File: src/hw/uart_debug_pkg.sv
// Shared constants for the UART debug server: protocol bytes, bit timing
// and memory geometry. Modules pull these in with a wildcard import.

package uart_debug_pkg;

  ////////////////////////////////////////
  // Serial line timing
  ////////////////////////////////////////

  // Clock cycles per serial bit, both directions
  localparam int unsigned CLKS_PER_BIT = 16;

  ////////////////////////////////////////
  // Protocol bytes
  ////////////////////////////////////////

  localparam logic [7:0] CMD_READ  = 8'h11;
  localparam logic [7:0] CMD_WRITE = 8'h12;
  localparam logic [7:0] BYTE_ACK  = 8'h06;
  localparam logic [7:0] BYTE_EOT  = 8'h04;

  // Address and length fields are each this many bytes, LSB first
  localparam int unsigned HDR_BYTES = 8;

  ////////////////////////////////////////
  // Memory and transfer sizes
  ////////////////////////////////////////

  // Only the low address bits are kept, higher header bytes are dropped
  localparam int unsigned MEM_ADDR_BITS = 8;
  localparam int unsigned MEM_BYTES     = 1 << MEM_ADDR_BITS;

  // Width of the remaining-length counter
  localparam int unsigned LEN_BITS = 16;

endpackage

File: src/hw/debug_cmd_engine.sv
// Debug protocol engine. Decodes ACK challenges and read/write commands from
// the receiver and sequences memory accesses and reply bytes to the sender.
`timescale 1ns/100ps

module debug_cmd_engine import uart_debug_pkg::*; (
  input  logic                     clk,
  input  logic                     reset_i,
  input  logic                     rx_valid_i,
  input  logic [7:0]               rx_byte_i,
  output logic                     tx_start_o,
  output logic [7:0]               tx_byte_o,
  input  logic                     tx_done_i,
  output logic                     mem_we_o,
  output logic [MEM_ADDR_BITS-1:0] mem_addr_o,
  output logic [7:0]               mem_wdata_o,
  input  logic [7:0]               mem_rdata_i
);

  enum logic [2:0] {S_IDLE, S_ADDR, S_LEN, S_ACK, S_XFER, S_EOT} state_q;

  logic [$clog2(HDR_BYTES)-1:0] hdr_cnt_q;
  logic                         hdr_last;
  logic                         is_write_q;
  logic                         ack_only_q;
  logic                         tx_busy_q;
  logic                         tx_start_q;
  logic [7:0]                   tx_byte_q;
  logic [MEM_ADDR_BITS-1:0]     addr_q;
  logic [LEN_BITS-1:0]          len_q;
  logic                         len_zero;
  logic                         rd_pend_q;
  logic                         buf_valid_q;
  logic [7:0]                   buf_data_q;
  logic                         wr_byte;
  logic                         fetch;
  logic                         send_data;

  assign hdr_last = (hdr_cnt_q == ($clog2(HDR_BYTES))'(HDR_BYTES - 1));
  assign len_zero = (len_q == '0);

  // Write data goes straight from the receiver into memory
  assign wr_byte = (state_q == S_XFER) && is_write_q && rx_valid_i && !len_zero;

  // Read pipeline: fetch, capture into buffer, hand buffer to transmitter
  assign fetch     = (state_q == S_XFER) && !is_write_q && !len_zero &&
                     !rd_pend_q && !buf_valid_q;
  assign send_data = (state_q == S_XFER) && buf_valid_q && !tx_busy_q;

  ////////////////////////////////////////
  // Control FSM
  ////////////////////////////////////////

  always_ff @(posedge clk) begin
    if (reset_i) begin
      state_q     <= S_IDLE;
      hdr_cnt_q   <= '0;
      is_write_q  <= 1'b0;
      ack_only_q  <= 1'b0;
      tx_busy_q   <= 1'b0;
      tx_start_q  <= 1'b0;
      rd_pend_q   <= 1'b0;
      buf_valid_q <= 1'b0;
    end else begin
      tx_start_q <= 1'b0;
      rd_pend_q  <= fetch;
      if (rd_pend_q) begin
        buf_valid_q <= 1'b1;
      end else if (send_data) begin
        buf_valid_q <= 1'b0;
      end
      if (tx_done_i) begin
        tx_busy_q <= 1'b0;
      end

      case (state_q)
        S_IDLE: begin
          // Anything that is not a command is ignored
          if (rx_valid_i) begin
            if (rx_byte_i == CMD_READ || rx_byte_i == CMD_WRITE) begin
              state_q    <= S_ADDR;
              hdr_cnt_q  <= '0;
              is_write_q <= (rx_byte_i == CMD_WRITE);
              ack_only_q <= 1'b0;
            end else if (rx_byte_i == BYTE_ACK) begin
              state_q    <= S_ACK;
              ack_only_q <= 1'b1;
            end
          end
        end
        S_ADDR, S_LEN: begin
          if (rx_valid_i) begin
            if (hdr_last) begin
              hdr_cnt_q <= '0;
              if (state_q == S_ADDR) begin
                state_q <= S_LEN;
              end else begin
                state_q <= S_ACK;
              end
            end else begin
              hdr_cnt_q <= hdr_cnt_q + 1'b1;
            end
          end
        end
        S_ACK: begin
          if (!tx_busy_q) begin
            tx_start_q <= 1'b1;
            tx_busy_q  <= 1'b1;
            if (ack_only_q) begin
              state_q <= S_IDLE;
            end else begin
              state_q <= S_XFER;
            end
          end
        end
        S_XFER: begin
          if (send_data) begin
            tx_start_q <= 1'b1;
            tx_busy_q  <= 1'b1;
          end
          // Done once every byte is counted off and the read pipe is empty
          if (len_zero && !rd_pend_q && !buf_valid_q) begin
            state_q <= S_EOT;
          end
        end
        S_EOT: begin
          if (!tx_busy_q) begin
            tx_start_q <= 1'b1;
            tx_busy_q  <= 1'b1;
            state_q    <= S_IDLE;
          end
        end
        default: state_q <= S_IDLE;
      endcase
    end
  end

  ////////////////////////////////////////
  // Address, length and data registers
  ////////////////////////////////////////

  always_ff @(posedge clk) begin
    // Header bytes land LSB first, bits beyond the kept width fall away
    if (state_q == S_ADDR && rx_valid_i) begin
      for (int b = 0; b < MEM_ADDR_BITS; b++) begin
        if (b / 8 == int'(hdr_cnt_q)) addr_q[b] <= rx_byte_i[b % 8];
      end
    end else if (wr_byte || fetch) begin
      addr_q <= addr_q + 1'b1;
    end

    if (state_q == S_LEN && rx_valid_i) begin
      for (int b = 0; b < LEN_BITS; b++) begin
        if (b / 8 == int'(hdr_cnt_q)) len_q[b] <= rx_byte_i[b % 8];
      end
    end else if (wr_byte || fetch) begin
      len_q <= len_q - 1'b1;
    end

    if (rd_pend_q) begin
      buf_data_q <= mem_rdata_i;
    end

    if (state_q == S_ACK) begin
      tx_byte_q <= BYTE_ACK;
    end else if (state_q == S_EOT) begin
      tx_byte_q <= BYTE_EOT;
    end else if (send_data) begin
      tx_byte_q <= buf_data_q;
    end
  end

  assign tx_start_o  = tx_start_q;
  assign tx_byte_o   = tx_byte_q;
  assign mem_we_o    = wr_byte;
  assign mem_addr_o  = addr_q;
  assign mem_wdata_o = rx_byte_i;

endmodule

File: src/hw/debug_mem.sv
// Byte-wide debug memory, one synchronous write port and a registered read
// that returns data one cycle after the address.
`timescale 1ns/100ps

module debug_mem import uart_debug_pkg::*; (
  input  logic                     clk,
  input  logic                     we_i,
  input  logic [MEM_ADDR_BITS-1:0] addr_i,
  input  logic [7:0]               wdata_i,
  output logic [7:0]               rdata_o
);

  logic [7:0] mem_q [MEM_BYTES];

  // Contents start undefined
  always_ff @(posedge clk) begin
    if (we_i) begin
      mem_q[addr_i] <= wdata_i;
    end
    // Old data on a same-address write
    rdata_o <= mem_q[addr_i];
  end

endmodule

File: src/hw/uart_debug_top.sv
// UART debug server top level. Serial in and out, the rest is receiver,
// command engine, memory and transmitter wired together.
`timescale 1ns/100ps

module uart_debug_top import uart_debug_pkg::*; (
  input  logic clk,
  input  logic reset_i,
  input  logic rx_i,
  output logic tx_o
);

  logic                     rx_valid;
  logic [7:0]               rx_byte;
  logic                     tx_start;
  logic [7:0]               tx_byte;
  logic                     tx_done;
  logic                     mem_we;
  logic [MEM_ADDR_BITS-1:0] mem_addr;
  logic [7:0]               mem_wdata;
  logic [7:0]               mem_rdata;

  uart_rx i_uart_rx (
    .clk        ( clk      ),
    .reset_i    ( reset_i  ),
    .rx_i       ( rx_i     ),
    .rx_valid_o ( rx_valid ),
    .rx_byte_o  ( rx_byte  )
  );

  debug_cmd_engine i_engine (
    .clk         ( clk       ),
    .reset_i     ( reset_i   ),
    .rx_valid_i  ( rx_valid  ),
    .rx_byte_i   ( rx_byte   ),
    .tx_start_o  ( tx_start  ),
    .tx_byte_o   ( tx_byte   ),
    .tx_done_i   ( tx_done   ),
    .mem_we_o    ( mem_we    ),
    .mem_addr_o  ( mem_addr  ),
    .mem_wdata_o ( mem_wdata ),
    .mem_rdata_i ( mem_rdata )
  );

  debug_mem i_mem (
    .clk     ( clk       ),
    .we_i    ( mem_we    ),
    .addr_i  ( mem_addr  ),
    .wdata_i ( mem_wdata ),
    .rdata_o ( mem_rdata )
  );

  uart_tx i_uart_tx (
    .clk        ( clk      ),
    .reset_i    ( reset_i  ),
    .tx_start_i ( tx_start ),
    .tx_byte_i  ( tx_byte  ),
    .tx_o       ( tx_o     ),
    .tx_done_o  ( tx_done  )
  );

endmodule

File: src/hw/uart_rx.sv
// Serial receiver for 8N1 frames. Emits one byte strobe per good frame,
// frames with a low stop bit are dropped.
`timescale 1ns/100ps

module uart_rx import uart_debug_pkg::*; (
  input  logic       clk,
  input  logic       reset_i,
  input  logic       rx_i,
  output logic       rx_valid_o,
  output logic [7:0] rx_byte_o
);

  enum logic [1:0] {S_IDLE, S_START, S_DATA, S_STOP} state_q;

  logic                            rx_meta_q;
  logic                            rx_sync_q;
  logic                            rx_prev_q;
  logic [$clog2(CLKS_PER_BIT)-1:0] clk_cnt_q;
  logic [2:0]                      bit_idx_q;
  logic [7:0]                      shift_q;
  logic                            valid_q;

  // Two-flop synchronizer plus one flop for edge detection
  always_ff @(posedge clk) begin
    if (reset_i) begin
      rx_meta_q <= 1'b1;
      rx_sync_q <= 1'b1;
      rx_prev_q <= 1'b1;
    end else begin
      rx_meta_q <= rx_i;
      rx_sync_q <= rx_meta_q;
      rx_prev_q <= rx_sync_q;
    end
  end

  always_ff @(posedge clk) begin
    if (reset_i) begin
      state_q   <= S_IDLE;
      clk_cnt_q <= '0;
      bit_idx_q <= '0;
      valid_q   <= 1'b0;
    end else begin
      valid_q <= 1'b0;
      case (state_q)
        S_IDLE: begin
          // Falling edge, wait half a bit to land mid start bit
          if (rx_prev_q && !rx_sync_q) begin
            state_q   <= S_START;
            clk_cnt_q <= ($clog2(CLKS_PER_BIT))'(CLKS_PER_BIT / 2 - 1);
          end
        end
        S_START: begin
          if (clk_cnt_q == '0) begin
            if (!rx_sync_q) begin
              state_q   <= S_DATA;
              clk_cnt_q <= ($clog2(CLKS_PER_BIT))'(CLKS_PER_BIT - 1);
              bit_idx_q <= '0;
            end else begin
              // Line went back high, just a glitch
              state_q <= S_IDLE;
            end
          end else begin
            clk_cnt_q <= clk_cnt_q - 1'b1;
          end
        end
        S_DATA: begin
          if (clk_cnt_q == '0) begin
            clk_cnt_q <= ($clog2(CLKS_PER_BIT))'(CLKS_PER_BIT - 1);
            bit_idx_q <= bit_idx_q + 1'b1;
            if (bit_idx_q == 3'd7) begin
              state_q <= S_STOP;
            end
          end else begin
            clk_cnt_q <= clk_cnt_q - 1'b1;
          end
        end
        S_STOP: begin
          if (clk_cnt_q == '0) begin
            state_q <= S_IDLE;
            valid_q <= rx_sync_q;
          end else begin
            clk_cnt_q <= clk_cnt_q - 1'b1;
          end
        end
        default: state_q <= S_IDLE;
      endcase
    end
  end

  // Data bits arrive LSB first
  always_ff @(posedge clk) begin
    if (state_q == S_DATA && clk_cnt_q == '0) begin
      shift_q <= {rx_sync_q, shift_q[7:1]};
    end
  end

  assign rx_valid_o = valid_q;
  assign rx_byte_o  = shift_q;

endmodule

File: src/hw/uart_tx.sv
// Serial transmitter for 8N1 frames. A start strobe while idle sends one
// byte, done pulses in the last cycle of the stop bit.
`timescale 1ns/100ps

module uart_tx import uart_debug_pkg::*; (
  input  logic       clk,
  input  logic       reset_i,
  input  logic       tx_start_i,
  input  logic [7:0] tx_byte_i,
  output logic       tx_o,
  output logic       tx_done_o
);

  logic                            busy_q;
  logic [$clog2(CLKS_PER_BIT)-1:0] clk_cnt_q;
  logic [3:0]                      bit_idx_q;
  logic [8:0]                      shift_q;
  logic                            tx_q;
  logic                            bit_end;

  // Bit index 0 is the start bit, 1 to 8 data, 9 the stop bit
  assign bit_end   = busy_q && (clk_cnt_q == '0);
  assign tx_done_o = bit_end && (bit_idx_q == 4'd9);

  always_ff @(posedge clk) begin
    if (reset_i) begin
      busy_q    <= 1'b0;
      tx_q      <= 1'b1;
      clk_cnt_q <= '0;
      bit_idx_q <= '0;
    end else if (!busy_q) begin
      if (tx_start_i) begin
        busy_q    <= 1'b1;
        tx_q      <= 1'b0;
        clk_cnt_q <= ($clog2(CLKS_PER_BIT))'(CLKS_PER_BIT - 1);
        bit_idx_q <= '0;
      end
    end else if (bit_end) begin
      clk_cnt_q <= ($clog2(CLKS_PER_BIT))'(CLKS_PER_BIT - 1);
      if (bit_idx_q == 4'd9) begin
        busy_q <= 1'b0;
      end else begin
        bit_idx_q <= bit_idx_q + 1'b1;
        tx_q      <= shift_q[0];
      end
    end else begin
      clk_cnt_q <= clk_cnt_q - 1'b1;
    end
  end

  // Stop bit rides on top of the data, ones fill in behind it
  always_ff @(posedge clk) begin
    if (!busy_q && tx_start_i) begin
      shift_q <= {1'b1, tx_byte_i};
    end else if (bit_end) begin
      shift_q <= {1'b1, shift_q[8:1]};
    end
  end

  assign tx_o = tx_q;

endmodule

File: config.mk
export PLATFORM = sky130hd
export DESIGN_NAME = uart_debug_top
export DESIGN_NICKNAME = d
export VERILOG_FILES = /design/src/hw/uart_debug_pkg.sv /design/src/hw/debug_cmd_engine.sv /design/src/hw/debug_mem.sv /design/src/hw/uart_debug_top.sv /design/src/hw/uart_rx.sv /design/src/hw/uart_tx.sv
export SDC_FILE = /design/constraint.sdc
export NUM_CORES = 2
export LEC_CHECK = 0
export BUFFER_PORTS_ARGS = -buffer_cell sky130_fd_sc_hd__buf_2
export CAP_MARGIN = 20
export CELL_PAD_IN_SITES_DETAIL_PLACEMENT = 0
export CELL_PAD_IN_SITES_GLOBAL_PLACEMENT = 1
export CORE_MARGIN = 8
export CORE_UTILIZATION = 45
export CTS_CLUSTER_SIZE = 40
export DETAILED_ROUTE_END_ITERATION = 12
export PLACE_DENSITY = 0.64
export SKIP_CTS_REPAIR_TIMING = 1
export SLEW_MARGIN = 0
export SYNTH_ARGS = -nofsm -noshare
export SYNTH_HDL_FRONTEND = slang
export SYNTH_SLANG_ARGS = --single-unit
File: constraint.sdc
create_clock -name clk -period 6 [get_ports clk]
set_clock_uncertainty 0.1 [all_clocks]
set_input_delay 1.2 -clock clk [delete_from_list [all_inputs] [get_ports clk]]
set_output_delay 1.2 -clock clk [all_outputs]
set_load 0.05 [all_outputs]
# [Word-level counts from Yosys, hierarchy flattened]
# Memories as Yosys holds them, arrays and structs flattened. A register that Yosys moved wholly into a read port is not among the register bits.
# Cells that the tools add are included.
[word_totals] reg_bits=91 ramBits=2048 input_bits=3 output_inout_bits=1 elab_cells=214 n_memories=1
[memory_table] name="i_mem.mem_q" words=256 word_bits=8 rd=1 rd_ports_with_merged_regs=1 wr=1 line="debug_mem.sv:13" source="logic [7:0] mem_q [MEM_BYTES];"
[op_classes] n_addsub=7 eq_ne=36 n_mux=85 bitwise_logic=2 reduce_logical=56
[op_table] op="$mux W3" count=16
[op_table] op="$mux W4" count=12
[op_table] op="$mux W1" count=36
[op_table] op="$mux W16" count=2
[op_table] op="$mux W8" count=4
[op_table] op="$ne A2 B2 Y1 const B" count=12
[op_table] op="$logic_and A1 B1 Y1" count=18
[op_table] op="$reduce_bool A2 Y1" count=9
[op_table] op="$eq A8 B5 Y1 const B" count=2
[op_table] op="$logic_not A16 Y1" count=1
[op_table] op="$mux W2" count=8
[op_table] op="$pmux W4 S4" count=1
[op_table] op="$sub A16 B1 Y16 const B" count=1
[op_table] op="$pmux W3 S5" count=1
[op_table] op="$ne A2 B1 Y1 const B" count=7
[op_table] op="$eq A3 B3 Y1 const B" count=4
[op_table] op="$pmux W3 S2" count=2
[op_table] op="$reduce_and A3 Y1" count=4
[op_table] op="$add A8 B1 Y8 const B" count=1
[op_table] op="$eq A8 B3 Y1 const B" count=1
[op_table] op="$logic_not A4 Y1" count=2
[op_table] op="$pmux W2 S4" count=1
[op_table] op="$reduce_and A4 Y1" count=2
[op_table] op="$sub A4 B1 Y4 const B" count=2
[op_table] op="other kinds (21)" count=37

# [Logic depth before layout (Yosys ltp)]
[logic_depth] depth_word=8 mapped_depth=9 mapped_depth_nobuf=8

# [Modules after synthesis]
# From an unflattened synthesis, not the netlist that was laid out.
[hier_totals] hier_cells=3996 hier_area_um2=83101.0
[modules_own_cells] module="debug_mem" n_inst=1 cells_each=3547 area_per_inst_um2=78492.8 seq_area_each_um2=61659.1
[modules_own_cells] module="debug_cmd_engine" n_inst=1 cells_each=266 area_per_inst_um2=2728.9 seq_area_each_um2=1361.3
[modules_own_cells] module="uart_rx" n_inst=1 cells_each=91 area_per_inst_um2=994.7 seq_area_each_um2=500.5
[modules_own_cells] module="uart_tx" n_inst=1 cells_each=92 area_per_inst_um2=884.6 seq_area_each_um2=440.4

# [Worst setup path before layout]
# No wires, ideal clock.
[synth_path] path_type="register -> register" start="register i_uart_rx.shift_q[1] (netlist: i_uart_rx.rx_byte_o[1])" end="register i_engine.hdr_cnt_q[0]" setup_ns=0.071 arrival_ns=4.930 required_time_ns=5.829 path_slack_ns=0.899 path_stages_with_launch=6 n_path_buf=0 period_less_slack_ns=5.101 cell_sequence="edfxtp_1 -> xnor2_1 -> o31ai_2 -> o211ai_1 -> or4_1 -> a21oi_1"
[synth_between] elab_chain_cells=4 elab_cells_between_ends=5 cone_classes="eq/ne: 3; reduce/logical: 2"
[synth_rtl] item="from (decl)" line="uart_rx.sv:20" source="logic [7:0] shift_q;"
[synth_rtl] item="from (signal assigned)" line="uart_rx.sv:93" source="shift_q <= {rx_sync_q, shift_q[7:1]};"
[synth_rtl] item="$eq A8 B5 Y1" line="debug_cmd_engine.sv:79" source="if (rx_byte_i == CMD_READ || rx_byte_i == CMD_WRITE) begin"
[synth_rtl] item="$logic_or A1 B1 Y1 (*)" line="debug_cmd_engine.sv:79"
[synth_rtl] item="$ne A2 B1 Y1 (no line) (*)"
[synth_rtl] item="$reduce_and A4 Y1 (no line) (*)"
[synth_rtl] item="to (signal assigned)" line="debug_cmd_engine.sv:100" source="hdr_cnt_q <= hdr_cnt_q + 1'b1;"
[synth_rtl] item="to (decl)" line="debug_cmd_engine.sv:21" source="logic [$clog2(HDR_BYTES)-1:0] hdr_cnt_q;"
# Mark *: on every way between the ends. The rest lies on a longest branch, timed or not.
# A chain may end at the register's enable or synchronous reset.

==> run summary <==
syn_area_per_cell - 20.9 µm²
vias in the first global route - 40400
DP Cell Count - 6332
WL final - 205000 µm
Iter 0 DRT Violations - 4564
initial antenna violation count - 3
Fin Setup TNS - 0 ns
RSZ-0062 raised after global routing - no
grt met2 use - 32.3%
grt ovf - 0
CTS H-tree depth - 4
antenna viol nets, final - 0
Fill cells - 14400
worst-case clock buffer depth - 3
crit share post-route - 77.8%
crit path kind - register to register
final net count - 4112
Post-DP HPWL - 117000 µm
dominant cells by area after synthesis - edfxtp_1 76%, mux4_2 14%, a22oi_1 2.3%
P&R area growth vs syn - 12.7%
Largest stage delay, worst path - 1.13 ns
Crit. End Element - register
Most Frequent Cell on Critical Path - buf_4
max frequency - 0.214 GHz
Final setup violation count - 0
worst path bufs/invs - 3
synthesized cell area - 0.0828 mm²
Buffers on Ports - 3
chip height - 445 µm
post-route cell area - 0.0933 mm²
Max Slew Vio Count - 0
crit start category - register
Row Count - 157
r2r startpoint - i_engine.mem_addr_o[0]$_DFFE_PP_
Worst Path Max Fanout - 40
Tmin final - 4.67 ns
final hold viol count - 0
Syn Nets - 3985
largest vdd supply drop - 284 µV
cell count after synthesis - 3959
root buffer cell - clkbuf_16
TritonCTS clock tree - yes
largest net degree at the start of global routing - 182
Final Util - 51.0%
residual DRC count - 0
most used routing layer - met2
Yosys top cell area share - 76.0%
Slew @ Worst Pin - 1.17 ns
DP Area - 0.0863 mm²
pre-CTS setup slack - 1.40 ns
maxcap violations - 0
worst hold endpoint - i_uart_rx.rx_sync_q$_SDFF_PP1_
Non-Filler Instances - 6735
total die area - 0.198 mm²
worst min-delay path class - register to register
CP Cell Sequence - buf_4 -> buf_12 -> mux4_2 -> a22oi_1 -> a21oi_1 -> o41ai_1 -> buf_4 -> nand4_1
clock sink total - 2147
number of synthesized flops with an enable pin - 2096
setup ws final - 1.33 ns
R2R Path End - i_mem.rdata_o[4]$_DFF_P_
GR Util met3 - 3.30%
Worst R2R Path Depth - 8
predominant post-synthesis flop cell - edfxtp_1
static leakage - 28.4 nW
clock slew seen by the registers of the worst setup and hold paths - 0.06 ns
Vias/cell - 5.98
IO Pins - 4
drt first pass iters - 5
Seq/Total Area, Yosys - 77.2%
Worst Hold Depth - 1
Worst-Skew Late Latency - 0.87 ns
Inserted Clock Buffers - 215
PwrDens - 318 mW/mm²
Slew HR - 22.1%
status - complete, no violations
Top delay family on crit path - compound AO/OA/AOI/OAI gates
Total GRT Usage - 20.4%
hold_sp - i_uart_rx.rx_meta_q$_SDFF_PP1_
area of the core - 0.183 mm²
fraction of registers with async set/reset - 0%
DIE WIDTH - 445 µm
Worst EP required - 6.62 ns
Routed WL per cell - 30.4 µm
vias post-DR - 40300
first-pass GRT wire length - 296000 µm
RD Place Congestion - 0.773
post-synth cell types - 60
worst reg-to-reg setup slack - 1.33 ns
#FFs+latches synth - 2147
share of layout cells above drive strength 1 - 23.8%
Starting Density - 45.3%
Slowest-stage cell, CP - edfxtp_1
synth warn - 0
Synth area leader - edfxtp_1
GRT met1 Usage - 30.1%
Worst Path Arrival - 5.29 ns
-- power by group --
| part | leakage, nW | total (W) | switching [W] | internal, W |
|---|---|---|---|---|
| logic | 5.75 | 0.0000774 | 0.0000487 | 0.0000287 |
| clock network | 3.43 | 0.0134 | 0.00577 | 0.00762 |
| registers | 19.2 | 0.0162 | 0.00000887 | 0.0162 |
| total | 28.4 | 0.0297 | 0.00583 | 0.0239 |
-- state kept, by name, summed over array words and instances, names as in the netlist, 3 cells and up, named ones only --
name	flops
i_engine.buf_data_q	8
i_engine.mem_addr_o	8
i_engine.state_q	3
i_mem.mem_q	2048
i_engine.len_q	16
i_uart_tx.shift_q	8
i_uart_rx.bit_idx_q	3
i_mem.rdata_o	8
i_uart_tx.clk_cnt_q	4
i_uart_rx.rx_byte_o	8
i_engine.hdr_cnt_q	3
i_uart_tx.bit_idx_q	4
i_uart_rx.clk_cnt_q	4
i_engine.tx_byte_o	8
-- cell families after synthesis --
kind of cell             share of synthesized area [%]
AND/OR/NAND/NOR                                   2.65
flip-flops                                        77.2
adder cells (fa/ha/maj)                          0.348
XOR/XNOR                                         0.233
AO/OA/AOI/OAI                                     4.08
multiplexers                                      14.0
buffers and inverters                             1.40
-- synth_stat cells, drive strengths merged (8+ instances only) --
master and n:
nor2b 15, nand4 13, nor3 13, a22oi 258, buf 104, edfxtp 2096, mux4 512, clkbuf 137
dfxtp 51, nand2 66, nand2b 11, o21ai 17, nand3 22, nor2 315, ha 23, xor2 8
xnor2 14, inv 19, o41ai 32, mux2i 9, a21oi 157
-- cell usage in the layout (no fill, tap or decap), types with 9 or more instances in the layout --
cell type	n
edfxtp_1	2096
mux4_2	512
nor2_1	312
a22oi_1	258
clkbuf_16	215
a21oi_1	157
buf_4	123
clkinv_1	56
dfxtp_1	51
nand2_1	50
clkinv_2	41
clkbuf_1	38
o41ai_1	29
ha_1	23
bufinv_16	22
buf_12	22
inv_1	19
nand2_2	16
o21ai_0	16
xnor2_1	14
nor2b_1	13
nor3_1	13
nand4_1	13
nand3_1	13
nand2b_1	9
nand3_4	9
mux2i_1	9
-- area by class of cell --
| class | count | area (µm²) | share of cell area [%] |
|---|---|---|---|
| clock inverters | 143 | 1450 | 1.56 |
| flip-flops and latches | 2147 | 64000 | 68.5 |
| multi-input cells | 1552 | 17800 | 19.1 |
| well taps | 2464 | 3080 | 3.30 |
| inverters | 19 | 71.3 | 0.0764 |
| clock buffers | 258 | 5590 | 5.99 |
| repair buffers | 151 | 1390 | 1.49 |
| diodes | 1 | 2.50 | 0.00268 |
-- per-stage QoR --
step / hold WS [ns] / total power (W)
floorplan: 0.286 / 0.0166
global placement: 0.300 / 0.0166
detailed placement: 0.298 / 0.0166
CTS: 0.317 / 0.0299
global route: 0.359 / 0.0305
finish: 0.315 / 0.0297
-- worst reg2reg max path, cell delays in order (launching register included) --
cell      delay, ns
edfxtp_1       1.13
buf_4          0.50
buf_12         0.35
mux4_2         0.63
a22oi_1        0.23
a21oi_1        0.22
o41ai_1        0.98
buf_4          0.29
nand4_1        0.10
-- how the worst max path moves through the flow --
stage,depth (start not counted),endpoint,start,slack (ns)
2_1_floorplan,5,i_engine.hdr_cnt_q[0]$_SDFFE_PP0P_,i_uart_rx.rx_byte_o[1]$_DFFE_PP_,0.90
3_3_place_gp,8,i_mem.rdata_o[7]$_DFF_P_,i_engine.mem_addr_o[0]$_DFFE_PP_,1.16
3_5_place_dp,8,i_mem.rdata_o[4]$_DFF_P_,i_engine.mem_addr_o[0]$_DFFE_PP_,1.40
4_1_cts,8,i_mem.rdata_o[4]$_DFF_P_,i_engine.mem_addr_o[0]$_DFFE_PP_,1.37
5_1_grt,8,i_mem.rdata_o[4]$_DFF_P_,i_engine.mem_addr_o[0]$_DFFE_PP_,1.16
6_report,8,i_mem.rdata_o[4]$_DFF_P_,i_engine.mem_addr_o[0]$_DFFE_PP_,1.33
-- layer usage --
| layer | share of wire (%) | up-vias |
|---|---|---|
| met2 | 48 | 1470 |
| met1 | 44 | 21700 |
| met3 | 6.4 | 280 |
| met5 | 0 | - |
| met4 | 2.1 | 0 |
| li1 | - | 16800 |
(Power assumes the default switching activity.)
